**config.mk**
```make
export PLATFORM = sky130hd
export DESIGN_NAME = chain1_top
export DESIGN_NICKNAME = d
export VERILOG_FILES = /design/src/hw/jtag_dma_pkg.sv /design/src/hw/jtag_shift_chain.sv /design/src/hw/chain_cfg_regs.sv /design/src/hw/buffer_fill.sv /design/src/hw/dma_launch_seq.sv /design/src/hw/chain1_top.sv
export SDC_FILE = /design/constraint.sdc
export NUM_CORES = 1
export LEC_CHECK = 0
export ABC_AREA = 1
export BUFFER_PORTS_ARGS = -buffer_cell sky130_fd_sc_hd__buf_2
export CELL_PAD_IN_SITES_DETAIL_PLACEMENT = 0
export CELL_PAD_IN_SITES_GLOBAL_PLACEMENT = 1
export CORE_MARGIN = 1
export CORE_UTILIZATION = 43
export DETAILED_ROUTE_END_ITERATION = 8
export PLACE_DENSITY = 0.89
export REMOVE_ABC_BUFFERS = 1
export SLEW_MARGIN = 20
export SYNTH_ARGS = -nofsm -noshare
export SYNTH_HDL_FRONTEND = slang
export SYNTH_SLANG_ARGS = --single-unit
```
**constraint.sdc**
```tcl
create_clock -name JTCK -period 2.45 [get_ports JTCK]
set_input_delay 0.1225 -clock JTCK [delete_from_list [all_inputs] [get_ports JTCK]]
set_output_delay 0.1225 -clock JTCK [all_outputs]
set_load 0.02 [all_outputs]
```
**src/hw/jtag_dma_pkg.sv**
```systemverilog
package jtag_dma_pkg;

    // chain geometry
    localparam int CHAIN_W    = 36;
    localparam int OPCODE_W   = 4;
    // payload doubles as dma address and buffer data width
    localparam int PAYLOAD_W  = 32;

    // dma configuration fields
    localparam int BE_W       = 4;
    localparam int BURST_W    = 8;

    // ping-pong buffer side
    localparam int BUF_ADDR_W = 9;

    // 3-bit state plus write, read and switch flags
    localparam int STATUS_W   = 6;

    // opcodes carried in the low nibble of the chain
    typedef enum logic [OPCODE_W-1:0] {
        OP_SET_ADDR     = 4'b0001,
        OP_SET_BE       = 4'b0010,
        OP_SET_BURST    = 4'b0011,
        OP_SHOW_ADDR    = 4'b0100,
        OP_SHOW_BE      = 4'b0101,
        OP_SHOW_BURST   = 4'b0110,
        OP_PUSH_WORD    = 4'b1000,
        OP_LAUNCH_WRITE = 4'b1010,
        OP_LAUNCH_READ  = 4'b1011,
        OP_SWITCH_ONLY  = 4'b1100,
        OP_CLEAR        = 4'b1111
    } opcode_e;

    // update register layout, opcode sits in bits 3:0
    // since it is shifted in first
    typedef struct packed {
        logic [PAYLOAD_W-1:0] payload;
        opcode_e              opcode;
    } chain_cmd_t;

    // settings presented to the dma engine
    typedef struct packed {
        logic [PAYLOAD_W-1:0] addr;
        logic [BE_W-1:0]      be;
        logic [BURST_W-1:0]   burst;
    } dma_cfg_t;

    // which launch the sequencer is running
    typedef enum logic [1:0] {
        LK_NONE   = 2'd0,
        LK_WRITE  = 2'd1,
        LK_READ   = 2'd2,
        LK_SWITCH = 2'd3
    } launch_kind_e;

    // launch sequencer states, also decoded from the status word
    typedef enum logic [2:0] {
        IDLE            = 3'd0,
        WAIT_FOR_DMA    = 3'd1,
        SWITCH_BUFFER   = 3'd2,
        LAUNCH_DMA      = 3'd3,
        END_INSTRUCTION = 3'd4
    } seq_state_e;

endpackage

```
**src/hw/jtag_shift_chain.sv**
```systemverilog
`timescale 1ns/1ps

module jtag_shift_chain (
    input  logic                                JTCK,
    input  logic                                n_reset,
    input  logic                                jtdi,
    input  logic                                jshift,
    input  logic                                jupdate,
    input  logic                                jce,
    input  logic [jtag_dma_pkg::CHAIN_W-1:0]    capture_word,
    output logic                                jtdo,
    output jtag_dma_pkg::chain_cmd_t            cmd,
    output logic                                cmd_valid
);
    import jtag_dma_pkg::*;

    logic [CHAIN_W-1:0] shift_q;

    // shift and capture share the one chain register
    always_ff @(posedge JTCK) begin
        if (!n_reset) begin
            shift_q <= '0;
        end else if (jce) begin
            if (jshift) begin
                // new bit enters at the top, lsb leaves on jtdo
                shift_q <= {jtdi, shift_q[CHAIN_W-1:1]};
            end else begin
                // capture phase
                shift_q <= capture_word;
            end
        end
    end

    // bit 0 is always the next bit out
    assign jtdo = shift_q[0];

    // update register, loaded from the chain on jupdate
    always_ff @(posedge JTCK) begin
        if (jupdate) begin
            cmd <= chain_cmd_t'(shift_q);
        end
    end

    // one cycle behind jupdate so cmd is already stable
    always_ff @(posedge JTCK) begin
        if (!n_reset) begin
            cmd_valid <= 1'b0;
        end else begin
            cmd_valid <= jupdate;
        end
    end

endmodule

```
**src/hw/chain_cfg_regs.sv**
```systemverilog
`timescale 1ns/1ps

module chain_cfg_regs (
    input  logic                                JTCK,
    input  logic                                n_reset,
    input  jtag_dma_pkg::chain_cmd_t            cmd,
    input  logic                                cmd_valid,
    input  logic [jtag_dma_pkg::STATUS_W-1:0]   status,
    output jtag_dma_pkg::dma_cfg_t              cfg,
    output logic                                be_nonzero,
    output logic [jtag_dma_pkg::CHAIN_W-1:0]    capture_word,
    output logic                                soft_clear
);
    import jtag_dma_pkg::*;

    // last accepted opcode, steers the capture mux
    opcode_e show_sel_q;

    // clear is decoded straight off the command so every block
    // resets on the same edge
    assign soft_clear = cmd_valid && (cmd.opcode == OP_CLEAR);

    always_ff @(posedge JTCK) begin
        if (!n_reset || soft_clear) begin
            cfg.addr  <= '0;
            // all lanes enabled by default
            cfg.be    <= '1;
            cfg.burst <= '0;
        end else if (cmd_valid) begin
            case (cmd.opcode)
                OP_SET_ADDR: begin
                    cfg.addr <= cmd.payload;
                end
                OP_SET_BE: begin
                    // only the low bits of the payload count
                    cfg.be <= cmd.payload[BE_W-1:0];
                end
                OP_SET_BURST: begin
                    cfg.burst <= cmd.payload[BURST_W-1:0];
                end
                default: begin
                    // other opcodes leave the config alone
                    cfg <= cfg;
                end
            endcase
        end
    end

    // readback select follows every command
    always_ff @(posedge JTCK) begin
        if (!n_reset) begin
            // any non-show opcode selects status
            show_sel_q <= OP_CLEAR;
        end else if (cmd_valid) begin
            show_sel_q <= cmd.opcode;
        end
    end

    // launch needs at least one lane
    assign be_nonzero = |cfg.be;

    // capture word, values zero-extended into the low chain bits
    always_comb begin
        case (show_sel_q)
            OP_SHOW_ADDR:  capture_word = CHAIN_W'(cfg.addr);
            OP_SHOW_BE:    capture_word = CHAIN_W'(cfg.be);
            OP_SHOW_BURST: capture_word = CHAIN_W'(cfg.burst);
            // status is live, not a snapshot
            default:       capture_word = CHAIN_W'(status);
        endcase
    end

endmodule

```
**src/hw/buffer_fill.sv**
```systemverilog
`timescale 1ns/1ps

module buffer_fill #(
    parameter int count_w = 8
) (
    input  logic                                    JTCK,
    input  logic                                    n_reset,
    input  logic                                    soft_clear,
    input  jtag_dma_pkg::chain_cmd_t                cmd,
    input  logic                                    cmd_valid,
    input  logic                                    buf_switch,
    input  logic [count_w-1:0]                      dma_block_size,
    output logic [count_w-1:0]                      word_count,
    output logic [jtag_dma_pkg::BUF_ADDR_W-1:0]     pp_address,
    output logic                                    pp_write_enable,
    output logic [jtag_dma_pkg::PAYLOAD_W-1:0]      pp_data_in
);
    import jtag_dma_pkg::*;

    logic full;
    logic push;

    // counter saturates at all ones
    assign full = (word_count == '1);
    assign push = cmd_valid && (cmd.opcode == OP_PUSH_WORD) && !full;

    // word counter and write strobe
    always_ff @(posedge JTCK) begin
        if (!n_reset || soft_clear) begin
            word_count      <= '0;
            pp_write_enable <= 1'b0;
        end else begin
            // one write cycle per accepted push
            pp_write_enable <= push;
            if (buf_switch) begin
                // other half of the buffer, count comes from the dma
                word_count <= dma_block_size;
            end else if (push) begin
                word_count <= word_count + 1'b1;
            end
        end
    end

    // address and data held for the write cycle
    always_ff @(posedge JTCK) begin
        if (push) begin
            // address is the count before the increment
            pp_address <= BUF_ADDR_W'(word_count);
            pp_data_in <= cmd.payload;
        end
    end

endmodule

```
**src/hw/dma_launch_seq.sv**
```systemverilog
`timescale 1ns/1ps

module dma_launch_seq #(
    parameter int count_w = 8
) (
    input  logic                                JTCK,
    input  logic                                n_reset,
    input  logic                                soft_clear,
    input  jtag_dma_pkg::chain_cmd_t            cmd,
    input  logic                                cmd_valid,
    input  logic [count_w-1:0]                  word_count,
    input  logic                                be_nonzero,
    input  logic                                dma_busy,
    output logic                                buf_switch,
    output logic                                dma_launch_write,
    output logic                                dma_launch_read,
    output logic [jtag_dma_pkg::STATUS_W-1:0]   status
);
    import jtag_dma_pkg::*;

    seq_state_e   state_q;
    seq_state_e   state_d;
    launch_kind_e kind_q;
    launch_kind_e cmd_kind;
    logic         launch_ok;

    // which launch the incoming opcode asks for
    always_comb begin
        case (cmd.opcode)
            OP_LAUNCH_WRITE: cmd_kind = LK_WRITE;
            OP_LAUNCH_READ:  cmd_kind = LK_READ;
            OP_SWITCH_ONLY:  cmd_kind = LK_SWITCH;
            default:         cmd_kind = LK_NONE;
        endcase
    end

    // switch-only skips the data checks
    assign launch_ok = cmd_valid && (cmd_kind != LK_NONE) &&
                       (((word_count != '0) && be_nonzero) || (cmd_kind == LK_SWITCH));

    // next state
    always_comb begin
        state_d = state_q;
        case (state_q)
            IDLE: begin
                if (launch_ok) begin
                    state_d = WAIT_FOR_DMA;
                end
            end
            WAIT_FOR_DMA: begin
                // hold here as long as the dma is busy
                if (!dma_busy) begin
                    state_d = SWITCH_BUFFER;
                end
            end
            SWITCH_BUFFER:   state_d = LAUNCH_DMA;
            LAUNCH_DMA:      state_d = END_INSTRUCTION;
            END_INSTRUCTION: state_d = IDLE;
            default:         state_d = IDLE;
        endcase
    end

    // launches outside IDLE are simply dropped
    always_ff @(posedge JTCK) begin
        if (!n_reset || soft_clear) begin
            state_q <= IDLE;
            kind_q  <= LK_NONE;
        end else begin
            state_q <= state_d;
            if (state_q == IDLE && launch_ok) begin
                kind_q <= cmd_kind;
            end else if (state_q == END_INSTRUCTION) begin
                kind_q <= LK_NONE;
            end
        end
    end

    // buffer swap, then the matching launch a cycle later
    assign buf_switch       = (state_q == SWITCH_BUFFER);
    assign dma_launch_write = (state_q == LAUNCH_DMA) && (kind_q == LK_WRITE);
    assign dma_launch_read  = (state_q == LAUNCH_DMA) && (kind_q == LK_READ);

    // state in the top three bits
    assign status = {state_q, dma_launch_write, dma_launch_read, buf_switch};

endmodule

```
**src/hw/chain1_top.sv**
```systemverilog
`timescale 1ns/1ps

module chain1_top #(
    parameter int count_w = 8
) (
    input  logic                                    JTCK,
    input  logic                                    n_reset,
    // jtag user chain
    input  logic                                    jtdi,
    input  logic                                    jshift,
    input  logic                                    jupdate,
    input  logic                                    jce,
    output logic                                    jtdo,
    // ping-pong buffer
    output logic [jtag_dma_pkg::BUF_ADDR_W-1:0]     pp_address,
    output logic                                    pp_write_enable,
    output logic [jtag_dma_pkg::PAYLOAD_W-1:0]      pp_data_in,
    output logic                                    pp_switch,
    // dma engine
    output jtag_dma_pkg::dma_cfg_t                  dma_cfg,
    output logic                                    dma_launch_write,
    output logic                                    dma_launch_read,
    input  logic                                    dma_busy,
    input  logic [count_w-1:0]                      dma_block_size,
    // debug leds
    output logic [jtag_dma_pkg::STATUS_W-1:0]       status_out
);
    import jtag_dma_pkg::*;

    chain_cmd_t         cmd;
    logic               cmd_valid;
    logic [CHAIN_W-1:0] capture_word;
    logic               be_nonzero;
    logic               soft_clear;
    logic [count_w-1:0] word_count;

    // shift register and update strobe
    jtag_shift_chain u_chain (
        .JTCK         (JTCK),
        .n_reset      (n_reset),
        .jtdi         (jtdi),
        .jshift       (jshift),
        .jupdate      (jupdate),
        .jce          (jce),
        .capture_word (capture_word),
        .jtdo         (jtdo),
        .cmd          (cmd),
        .cmd_valid    (cmd_valid)
    );

    // config registers and readback
    chain_cfg_regs u_regs (
        .JTCK         (JTCK),
        .n_reset      (n_reset),
        .cmd          (cmd),
        .cmd_valid    (cmd_valid),
        .status       (status_out),
        .cfg          (dma_cfg),
        .be_nonzero   (be_nonzero),
        .capture_word (capture_word),
        .soft_clear   (soft_clear)
    );

    // buffer write port
    buffer_fill #(
        .count_w (count_w)
    ) u_fill (
        .JTCK            (JTCK),
        .n_reset         (n_reset),
        .soft_clear      (soft_clear),
        .cmd             (cmd),
        .cmd_valid       (cmd_valid),
        .buf_switch      (pp_switch),
        .dma_block_size  (dma_block_size),
        .word_count      (word_count),
        .pp_address      (pp_address),
        .pp_write_enable (pp_write_enable),
        .pp_data_in      (pp_data_in)
    );

    // launch sequencer, also owns the buffer switch
    dma_launch_seq #(
        .count_w (count_w)
    ) u_seq (
        .JTCK             (JTCK),
        .n_reset          (n_reset),
        .soft_clear       (soft_clear),
        .cmd              (cmd),
        .cmd_valid        (cmd_valid),
        .word_count       (word_count),
        .be_nonzero       (be_nonzero),
        .dma_busy         (dma_busy),
        .buf_switch       (pp_switch),
        .dma_launch_write (dma_launch_write),
        .dma_launch_read  (dma_launch_read),
        .status           (status_out)
    );

endmodule

```
==> impl_metrics.py, run 1 <==
metrics = {
    "pwr": {
        "combPwrFrac_pct": 4.0,
        "switching_power_mw": 1.335,
        "p_leak_nw": 3.255,
        "clock_power_share_pct": 44.6,
        "internal_power_summed_over_all_cells_mw": 4.759,
        "power_frac_seq_pct": 51.4,
        "netSwitchingFraction_pct": 21.90,
        "power_per_cell_area_mw_per_mm2": 752.6,
        "vdd_drop_max_uv": 603.9,
    },
    "critical_path": {
        "critical_path_depth": 5,
        "timing.critical_path.arrival_ps": 2010,
        "setup.worst_path.end_class": "flop",
        "critical_path.top_delay_family": "simple AND/OR/NAND/NOR gates",
        "timing.rr.end": "u_fill.pp_data_in[20]",
        "setup.worst_path.start": "u_chain.cmd_valid",
        "worstPathMaxFanout": 30,
        "setup.worst_path.start_class": "flop",
        "crit_end": "u_fill.pp_data_in[20]",
        "cp_cell_sequence": "nand2_1 > nor4_1 > nand2_2 > inv_2 > buf_12",
        "worstPathRequired_ps": 2560,
        "crit_buf_inv": 2,
        "timing_worst_setup_path_type": "flop to flop",
        "rr_worst_depth": 5,
        "worst_r2r_startpoint": "u_chain.cmd_valid",
        "regToRegSetupSlack_ps": 550,
        "crit_slowest_cell": "dfxtp_1",
        "worst_path_largest_cell_delay_ps": 480,
    },
    "routing": {
        "route.antenna.remaining_nets": 0,
        "total_via_count_in_the_routed_design": 5214,
        "drt_drc_violations_left": 0,
        "post_drt_via_cell_ratio": 5.072,
        "post_drt_wl_per_cell_um": 15.30,
        "first_drt_pass_iteration_count": 5,
        "wirelength_um": 15730,
        "initialDrtViolationCount": 475,
    },
    "outcome": {
        "outcome": "complete, no violations",
    },
    "die": {
        "floorplan_row_count": 45,
        "die_area_mm2": 0.01620,
        "initial_core_util_pct": 44.23,
        "floorplan.die.width_um": 127.3,
        "fp.coreArea_mm2": 0.01526,
        "pin_count": 111,
        "die_y_um": 127.3,
    },
    "grt": {
        "grt_max_degree": 45,
        "first_global_vias": 4909,
        "grtUsageMet3_pct": 4.816,
        "grt_most_used_layer": "met2",
        "antenna_violations_before_repair": 0,
        "globalRouteOverflowTotal": 0,
        "global_route.usage.total_pct": 20.35,
        "global_route_wire_length_before_repair_um": 25290,
        "grt_util_met2_pct": 33.46,
        "met1_grt_util_pct": 26.89,
    },
    "synth": {
        "syn-mean-instance-area_um2": 9.669,
        "synth_seq_cells": 175,
        "yosys-top-cells-area": "edfxtp_1 34%, dfxtp_1 29%, inv_1 5.3%, nand2_1 4.9%, a21oi_1 4.8%",
        "syn_inst": 698,
        "yosysTopAreaCell": "edfxtp_1",
        "yosysWarnings": 0,
        "synth.yosys.seq_area_share_pct": 63.18,
        "synth.distinct_cells": 33,
        "synthDominantCellAreaShare_pct": 33.82,
        "post_synth_instance_area_mm2": 0.006749,
    },
    "placed_design": {
        "dp_hpwl_um": 10330,
        "place_ws_ps": 508.4,
        "gp_congestion": 0.7965,
        "placement.io_buffers": 109,
    },
    "cells_and_area": {
        "finalNetCount": 821,
        "insertedDiodeCount": 0,
        "layout-area-overhead-vs-synth_pct": 19.97,
        "drive_gt1_share_pct": 20.93,
    },
    "clock_tree": {
        "cts_made_buffers": 17,
        "cts_setup_buffers": 0,
        "ctsResizeCount": 0,
        "ctsLongestPathBuffers": 2,
        "insertion_delay_to_the_later_sink_of_the_worst_skew_pair_ps": 420,
        "clk_transition_reported_paths_ps": 60,
        "cts_htree_levels": 4,
        "root_cell_of_the_clock_tree": "clkbuf_16",
        "tritoncts": "done",
        "clock_sinks": 175,
    },
    "sta": {
        "pin_slew_with_the_least_headroom_to_its_limit_ps": 911.2,
        "fmax_ghz": 0.5265,
        "fin_worst_hold_slack_ps": 14.06,
        "period_share_pct": 77.53,
        "final.min_clock_period_ps": 1899,
        "grt_setup_unrepaired": "false",
        "setup_viol_count_final": 0,
        "setup_ws_ps": 550.5,
        "final.setup.tns_ps": 0,
        "slew_violations": 0,
        "final-hold-violation-count": 0,
        "worst_clock_skew_ps": 9.636,
        "slew_headroom_pct": 39.26,
    },
    "hold_path": {
        "hold_path.class": "input pin to flop",
        "holdPathStages": 4,
    },
    "flow_run": {
        "timing.max_cap.violations": 0,
    },
}
what timing repair did:
item	CTS	global route
hold buffers	4	0
setup endpoints to repair	0	0
hold endpoints to repair	6	0
layout by cell type (no fill, tap or decap), drive strengths merged:
master	n
xnor2	1
a31oi	26
clkbuf	22
dfxtp	99
nand3	24
a21oi	65
conb	1
o211ai	1
o22ai	29
dlygate4sd3	4
nand2	93
edfxtp	76
nor2	68
inv	109
buf	117
nor4	1
o21ai	64
bufinv	2
ha	2
clkinv	1
nand4	5
clkinvlp	2
nor3	4
xor2	1
cells in the mapped netlist:
library cell,instances
a21oi_1,65
a31oi_1,26
buf_1,1
buf_2,7
buf_4,5
buf_6,6
clkbuf_1,15
conb_1,1
dfxtp_1,99
edfxtp_1,76
ha_1,2
inv_1,95
inv_2,9
nand2_1,88
nand2_2,4
nand2_4,1
nand3_1,23
nand3_2,1
nand4_1,5
nor2_1,63
nor2_2,3
nor2_4,1
nor2_8,1
nor3_1,4
nor4_1,1
o211ai_1,1
o21ai_0,54
o21ai_1,8
o21ai_2,1
o21ai_4,1
o22ai_1,29
xnor2_1,1
xor2_1,1
worst reg2reg max path: cells and delay by family, from the launching register on:
kind                   cells  cell delay (ps)
buffers and inverters      2              510
AND/OR/NAND/NOR            3              580
flip-flops                 1              480
power groups by stage:
stage	Clock, mW	Combinational [mW]	Sequential [mW]
2_1_floorplan	0	0.108	3.20
3_3_place_gp	0	0.238	3.19
3_5_place_dp	0	0.242	3.19
4_1_cts	2.75	0.248	3.13
5_1_grt	2.88	0.275	3.14
6_report	2.72	0.246	3.13
how the worst min path moves through the flow:
| stage | start | to | slack, ps |
|---|---|---|---|
| floorplan | n_reset | u_regs.show_sel_q[2] | 190 |
| CTS | dma_busy | u_seq.state_q[1] | 4 |
| finish | dma_busy | u_seq.state_q[1] | 10 |
| global route | dma_busy | u_seq.state_q[1] | 40 |
| global placement | n_reset | u_regs.show_sel_q[2] | 370 |
| detailed placement | n_reset | u_regs.show_sel_q[2] | 380 |
logic make-up after synthesis:
logic type / count (synthesis) / share of synthesized area [%]
fa+ha+maj: 2 / 0.3707
flops: 175 / 63.18
xor+xnor: 2 / 0.2596
buf+inv: 138 / 8.750
other cells: 1 / 0.05556
compound gates: 185 / 15.00
simple gates: 195 / 12.38
flip-flops by register name, indices dropped and copies added (netlist names):
register	count
u_regs.cfg	44
u_chain.cmd	36
u_chain.shift_q	36
u_fill.pp_data_in	32
u_fill.pp_address	8
u_fill.word_count	8
u_regs.show_sel_q	4
u_seq.state_q	3
u_seq.kind_q	2
u_chain.cmd_valid	1
u_fill.pp_write_enable	1
metal layers:
layer / share of wire [%] / routed length (um) / vias up
li1: - / - / 2571
met2: 48 / 7581 / 185
met5: 0 / 0 / -
met4: 0.90 / 141 / 0
met1: 45 / 7073 / 2445
met3: 5.9 / 936 / 13
per-stage QoR:
step	cell area (um^2)	utilization (%)	power, mW	instances
2_1_floorplan	6549	-	3.312	664
3_3_place_gp	7458	48.88	3.432	992
3_5_place_dp	7458	48.88	3.436	992
4_1_cts	8097	53.06	6.131	1028
5_1_grt	8097	53.06	6.293	1028
6_report	8097	53.06	6.093	1028
layout make-up:
class,count,area (um^2)
flip-flops and latches,175,4264
well taps,211,264.0
fillers,1380,7162
multi-input cells,385,1897
inverters,104,390.4
clock buffers,22,474.2
repair buffers,121,683.2
clock inverters,10,123.9
(Power assumes the default switching activity.)
==> inputs of run 2 (changes only) <==
--- a/config.mk
+++ b/config.mk
@@ -10,9 +10,9 @@
 export CELL_PAD_IN_SITES_DETAIL_PLACEMENT = 0
 export CELL_PAD_IN_SITES_GLOBAL_PLACEMENT = 1
 export CORE_MARGIN = 1
-export CORE_UTILIZATION = 43
+export CORE_UTILIZATION = 39
 export DETAILED_ROUTE_END_ITERATION = 8
-export PLACE_DENSITY = 0.89
+export PLACE_DENSITY = 0.86
 export REMOVE_ABC_BUFFERS = 1
 export SLEW_MARGIN = 20
 export SYNTH_ARGS = -nofsm -noshare
==> constraint.sdc (replaced) <==
create_clock -name JTCK -period 1.5 [get_ports JTCK]
set_input_delay 0.075 -clock JTCK [delete_from_list [all_inputs] [get_ports JTCK]]
set_output_delay 0.075 -clock JTCK [all_outputs]
set_load 0.02 [all_outputs]
==> impl_metrics.py, run 2 (synthesis results as in run 1) <==
metrics = {
    "routing": {
        "total_via_count_in_the_routed_design": 5517,
        "post_drt_via_cell_ratio": 5.057,
        "initialDrtViolationCount": 251,
        "wirelength_um": 17410,
        "drt_drc_violations_left": 0,
        "post_drt_wl_per_cell_um": 15.96,
        "route.antenna.remaining_nets": 0,
        "first_drt_pass_iteration_count": 5,
    },
    "sta": {
        "setup_ws_ps": -37.31,
        "final.min_clock_period_ps": 1537,
        "final-hold-violation-count": 0,
        "pin_slew_with_the_least_headroom_to_its_limit_ps": 667.4,
        "setup_viol_count_final": 5,
        "fin_worst_hold_slack_ps": 110.4,
        "slew_violations": 0,
        "grt_setup_unrepaired": "true",
        "slew_headroom_pct": 55.40,
        "final.setup.tns_ps": -49.37,
        "worst_clock_skew_ps": 11.20,
        "fmax_ghz": 0.6505,
        "period_share_pct": 102.5,
    },
    "placed_design": {
        "dp_hpwl_um": 10720,
        "place_ws_ps": -116.6,
        "placement.io_buffers": 109,
        "place_area_mm2": 0.007745,
        "placedCellCount": 1031,
        "gp_congestion": 0.8135,
    },
    "cells_and_area": {
        "layout_common_cells": "103 x buf_2, 94 x dfxtp_1, 92 x inv_1, 81 x nand2_1, 76 x edfxtp_1",
        "insertedDiodeCount": 0,
        "layout-area-overhead-vs-synth_pct": 34.19,
        "leading_cell_type_in_the_layout_fill_and_taps_excluded": "buf_2",
        "drive_gt1_share_pct": 33.87,
        "filler_cell_count": 1524,
        "top_regs": "u_regs.cfg (44), u_chain.cmd (36), u_chain.shift_q (36)",
        "largest_register_ffs": 44,
        "finalNetCount": 875,
        "final_cell_area_mm2": 0.009056,
        "finish.cell_count_without_fillers": 1091,
        "final_core_util_pct": 54.04,
        "max_flop_register": "u_regs.cfg",
    },
    "critical_path": {
        "rr_worst_depth": 10,
        "worst_r2r_startpoint": "u_fill.word_count[1]",
        "timing.rr.end": "u_fill.word_count[6]",
        "crit_end": "u_fill.word_count[6]",
        "regToRegSetupSlack_ps": -40,
        "timing_worst_setup_path_type": "flop to flop",
        "worstPathMaxFanout": 5,
        "timing.critical_path.arrival_ps": 1900,
        "setup.worst_path.start_class": "flop",
        "worstPathRequired_ps": 1870,
        "setup.worst_path.start": "u_fill.word_count[1]",
        "setup.worst_path.end_class": "flop",
    },
    "grt": {
        "global_route_wire_length_before_repair_um": 25640,
        "global_route.usage.total_pct": 18.81,
        "first_global_vias": 4879,
        "globalRouteOverflowTotal": 0,
        "antenna_violations_before_repair": 0,
        "grt_max_degree": 45,
    },
    "clock_tree": {
        "cts_htree_levels": 4,
        "cts_made_buffers": 17,
        "tritoncts": "done",
        "root_cell_of_the_clock_tree": "clkbuf_16",
        "clock_sinks": 175,
        "ctsLongestPathBuffers": 2,
        "clk_transition_reported_paths_ps": 70,
        "insertion_delay_to_the_later_sink_of_the_worst_skew_pair_ps": 440,
    },
    "pwr": {
        "p_leak_nw": 3.646,
        "switching_power_mw": 2.488,
        "design_power_total_mw": 10.01,
        "clock_power_share_pct": 43.1,
        "power_per_cell_area_mw_per_mm2": 1105,
        "power_frac_seq_pct": 51.1,
        "vdd_drop_max_uv": 882.7,
        "netSwitchingFraction_pct": 24.86,
        "internal_power_summed_over_all_cells_mw": 7.518,
        "combPwrFrac_pct": 5.8,
    },
    "hold_path": {
        "holdPathStages": 2,
        "hold_path.class": "input pin to flop",
    },
    "die": {
        "pin_count": 111,
        "floorplan_row_count": 47,
        "fp.coreArea_mm2": 0.01676,
        "floorplan.die.width_um": 133.6,
        "die_area_mm2": 0.01784,
        "initial_core_util_pct": 40.27,
        "die_y_um": 133.6,
    },
    "outcome": {
        "outcome": "finished with violations",
        "violations_in_the_final_reports": "setup timing",
    },
    "flow_run": {
        "timing.max_cap.violations": 0,
    },
}
## run 2: worst max-delay path: stages, from the launching register on
cell     delay, ps
dfxtp_2        360
ha_4           130
nand4_1        150
nor2_2         170
nand2_2         90
nand2_4         90
buf_8          140
nand2_8         80
inv_8          110
nor2_4          40
nor2_1         110
## run 2: area by class of cell
cell class,count,area [um^2],area share [%]
well taps,220,275.3,3.040
flip-flops and latches,175,4270,47.15
clock buffers,18,439.2,4.849
clock inverters,14,145.1,1.603
inverters,104,412.9,4.559
repair buffers,174,1275,14.08
multi-input cells,386,2238,24.72
## run 2: power groups by stage
stage / clock, mW / combinational (mW) / sequential [mW]
final: 4.32 / 0.579 / 5.11
after global routing: 4.59 / 0.623 / 5.12
after CTS: 4.38 / 0.468 / 5.10
after detailed placement: 0 / 0.440 / 5.21
after global placement: 0 / 0.436 / 5.21
after floorplan: 0 / 0.176 / 5.23
## run 2: repair_timing
item / 4_1_cts / 5_1_grt
endpoints found under the setup margin: 53 / 93
resized for setup: 29 / 122
buffers inserted: 5 / 6
hold buffers: 11 / 0
hold endpoints to repair: 13 / 0
gates cloned: 0 / 7
pin swaps: 3 / 9
## run 2: worst min-delay path by stage
stage | start | end | slack (ps)
finish | jupdate | u_chain.cmd[34] | 110
global route | jupdate | u_chain.cmd[34] | 110
CTS | jupdate | u_chain.cmd_valid | 90
detailed placement | n_reset | u_regs.show_sel_q[2] | 330
global placement | n_reset | u_regs.show_sel_q[2] | 320
floorplan | n_reset | u_regs.show_sel_q[2] | 140
## run 2: per-layer routing
layer	wire length, um	global-route usage, %	vias up
li1	-	-	2683
met1	7689	25.13	2623
met2	8105	28.85	180
met3	1145	5.479	31
met4	469	7.008	0
met5	0	0	-
==> inputs of run 3 (changes only) <==
--- a/config.mk
+++ b/config.mk
@@ -10,9 +10,10 @@
 export CELL_PAD_IN_SITES_DETAIL_PLACEMENT = 0
 export CELL_PAD_IN_SITES_GLOBAL_PLACEMENT = 1
 export CORE_MARGIN = 1
-export CORE_UTILIZATION = 39
+export CORE_UTILIZATION = 43
+export CTS_BUF_LIST = sky130_fd_sc_hd__clkbuf_8
 export DETAILED_ROUTE_END_ITERATION = 8
-export PLACE_DENSITY = 0.86
+export PLACE_DENSITY = 0.89
 export REMOVE_ABC_BUFFERS = 1
 export SLEW_MARGIN = 20
 export SYNTH_ARGS = -nofsm -noshare
==> constraint.sdc (replaced) <==
create_clock -name JTCK -period 2 [get_ports JTCK]
set_input_delay 0.1 -clock JTCK [delete_from_list [all_inputs] [get_ports JTCK]]
set_output_delay 0.1 -clock JTCK [all_outputs]
set_load 0.02 [all_outputs]
==> impl_metrics.py, run 3 (synthesis results as in run 1) <==
metrics = {
    "outcome": {
        "outcome": "complete, no violations",
    },
    "grt": {
        "global_route.usage.total_pct": 20.17,
        "globalRouteOverflowTotal": 0,
        "first_global_vias": 4897,
        "antenna_violations_before_repair": 0,
        "grt_max_degree": 65,
        "global_route_wire_length_before_repair_um": 24940,
    },
    "cells_and_area": {
        "layout-area-overhead-vs-synth_pct": 18.67,
        "top_regs": "u_regs.cfg (44), u_chain.cmd (36), u_chain.shift_q (36)",
        "max_flop_register": "u_regs.cfg",
        "largest_register_ffs": 44,
        "layout_common_cells": "109 x buf_2, 99 x dfxtp_1, 97 x inv_1, 88 x nand2_1, 76 x edfxtp_1",
        "leading_cell_type_in_the_layout_fill_and_taps_excluded": "buf_2",
        "insertedDiodeCount": 0,
        "drive_gt1_share_pct": 21.18,
        "finalNetCount": 835,
        "finish.cell_count_without_fillers": 1042,
    },
    "pwr": {
        "design_power_total_mw": 6.581,
        "p_leak_nw": 3.235,
        "power_per_cell_area_mw_per_mm2": 821.8,
        "vdd_drop_max_uv": 516.5,
    },
    "routing": {
        "post_drt_via_cell_ratio": 5.011,
        "wirelength_um": 15700,
        "first_drt_pass_iteration_count": 5,
        "total_via_count_in_the_routed_design": 5221,
        "drt_drc_violations_left": 0,
        "initialDrtViolationCount": 463,
        "route.antenna.remaining_nets": 0,
        "post_drt_wl_per_cell_um": 15.06,
    },
    "critical_path": {
        "setup.worst_path.end_class": "primary output",
        "critical_path.top_delay_family": "simple AND/OR/NAND/NOR gates",
        "worstPathRequired_ps": 1900,
        "worstPathMaxFanout": 5,
        "timing.critical_path.arrival_ps": 1730,
        "setup.worst_path.start_class": "flop",
        "timing_worst_setup_path_type": "flop to primary output",
        "crit_slowest_cell": "dfxtp_1",
        "cp_cell_sequence": "inv_2 > nor2_1 > nand2_1 > nor3_1 > buf_2",
        "worst_path_largest_cell_delay_ps": 350,
        "crit_buf_inv": 2,
    },
    "clock_tree": {
        "ctsLongestPathBuffers": 2,
        "cts_made_buffers": 17,
        "root_cell_of_the_clock_tree": "clkbuf_8",
        "tritoncts": "done",
        "cts_htree_levels": 4,
        "insertion_delay_to_the_later_sink_of_the_worst_skew_pair_ps": 460,
        "ctsResizeCount": 0,
        "clk_transition_reported_paths_ps": 90,
        "clock_sinks": 175,
    },
    "die": {
        "floorplan.die.width_um": 127.3,
        "die_area_mm2": 0.01620,
        "initial_core_util_pct": 44.23,
        "pin_count": 111,
        "floorplan_row_count": 45,
        "die_y_um": 127.3,
        "fp.coreArea_mm2": 0.01526,
    },
    "hold_path": {
        "hold_path.class": "input pin to flop",
    },
    "sta": {
        "final.setup.tns_ps": 0,
        "period_share_pct": 91.34,
        "slew_headroom_pct": 57.64,
        "worst_clock_skew_ps": 15.87,
        "grt_setup_unrepaired": "false",
        "final.min_clock_period_ps": 1827,
        "fmax_ghz": 0.5474,
        "fin_worst_hold_slack_ps": 39.31,
        "slew_violations": 0,
        "final-hold-violation-count": 0,
        "setup_viol_count_final": 0,
        "pin_slew_with_the_least_headroom_to_its_limit_ps": 635.4,
    },
    "flow_run": {
        "timing.max_cap.violations": 0,
    },
    "placed_design": {
        "dp_hpwl_um": 10390,
        "placement.io_buffers": 109,
        "gp_congestion": 0.8082,
        "placedCellCount": 999,
    },
}
[run 3: worst paths after layout]
check / startpoint / to / slack (ps) / depth (start not counted)
setup / recovery: u_seq.state_q[0] / status_out[2] / 170 / 5
setup reg to reg: u_fill.word_count[0] / u_fill.pp_data_in[13] / 240 / 7
hold reg to reg: u_chain.shift_q[6] / u_chain.cmd[6] / 430 / 0
hold / removal: jshift / u_chain.shift_q[35] / 40 / 3
[run 3: routing by layer]
| metal | track usage [%] | wire, um | up-vias |
|---|---|---|---|
| li1 | - | - | 2584 |
| met1 | 26.54 | 7125 | 2439 |
| met2 | 32.69 | 7433 | 186 |
| met3 | 5.611 | 1025 | 12 |
| met4 | 5.462 | 110 | 0 |
| met5 | 0 | 0 | - |
[run 3: repair_timing]
item,4_1_cts,5_1_grt
buffers inserted,0,0
hold buffers,11,0
hold endpoints to repair,13,0
[run 3: metrics by stage]
step / utilization, % / setup WS, ps / area, um^2
after global routing: 52.49 / 16.44 / 8009
after floorplan: - / -119.9 / 6549
after global placement: 49.23 / 288.5 / 7511
after CTS: 52.49 / 91.27 / 8009
final: 52.49 / 173.2 / 8009
after detailed placement: 49.23 / 280.3 / 7511
[run 3: power by group]
part	switching [mW]	leakage (nW)	internal [mW]
logic	0.219	1.48	0.105
clock network	1.29	0.206	1.14
registers	0.0487	1.55	3.78
total	1.56	3.23	5.03
[run 3: area by class of cell]
| cell class | instances | area [um^2] |
|---|---|---|
| clock buffers | 18 | 247.7 |
| inverters | 104 | 390.4 |
| flip-flops and latches | 175 | 4264 |
| clock inverters | 14 | 140.1 |
| well taps | 211 | 264.0 |
| multi-input cells | 385 | 1897 |
| repair buffers | 135 | 805.8 |
| fillers | 1419 | 7249 |
[run 3: worst min-delay path: stages]
cell	delay, ps
buf_2	190
nand3_1	110
a21oi_1	60
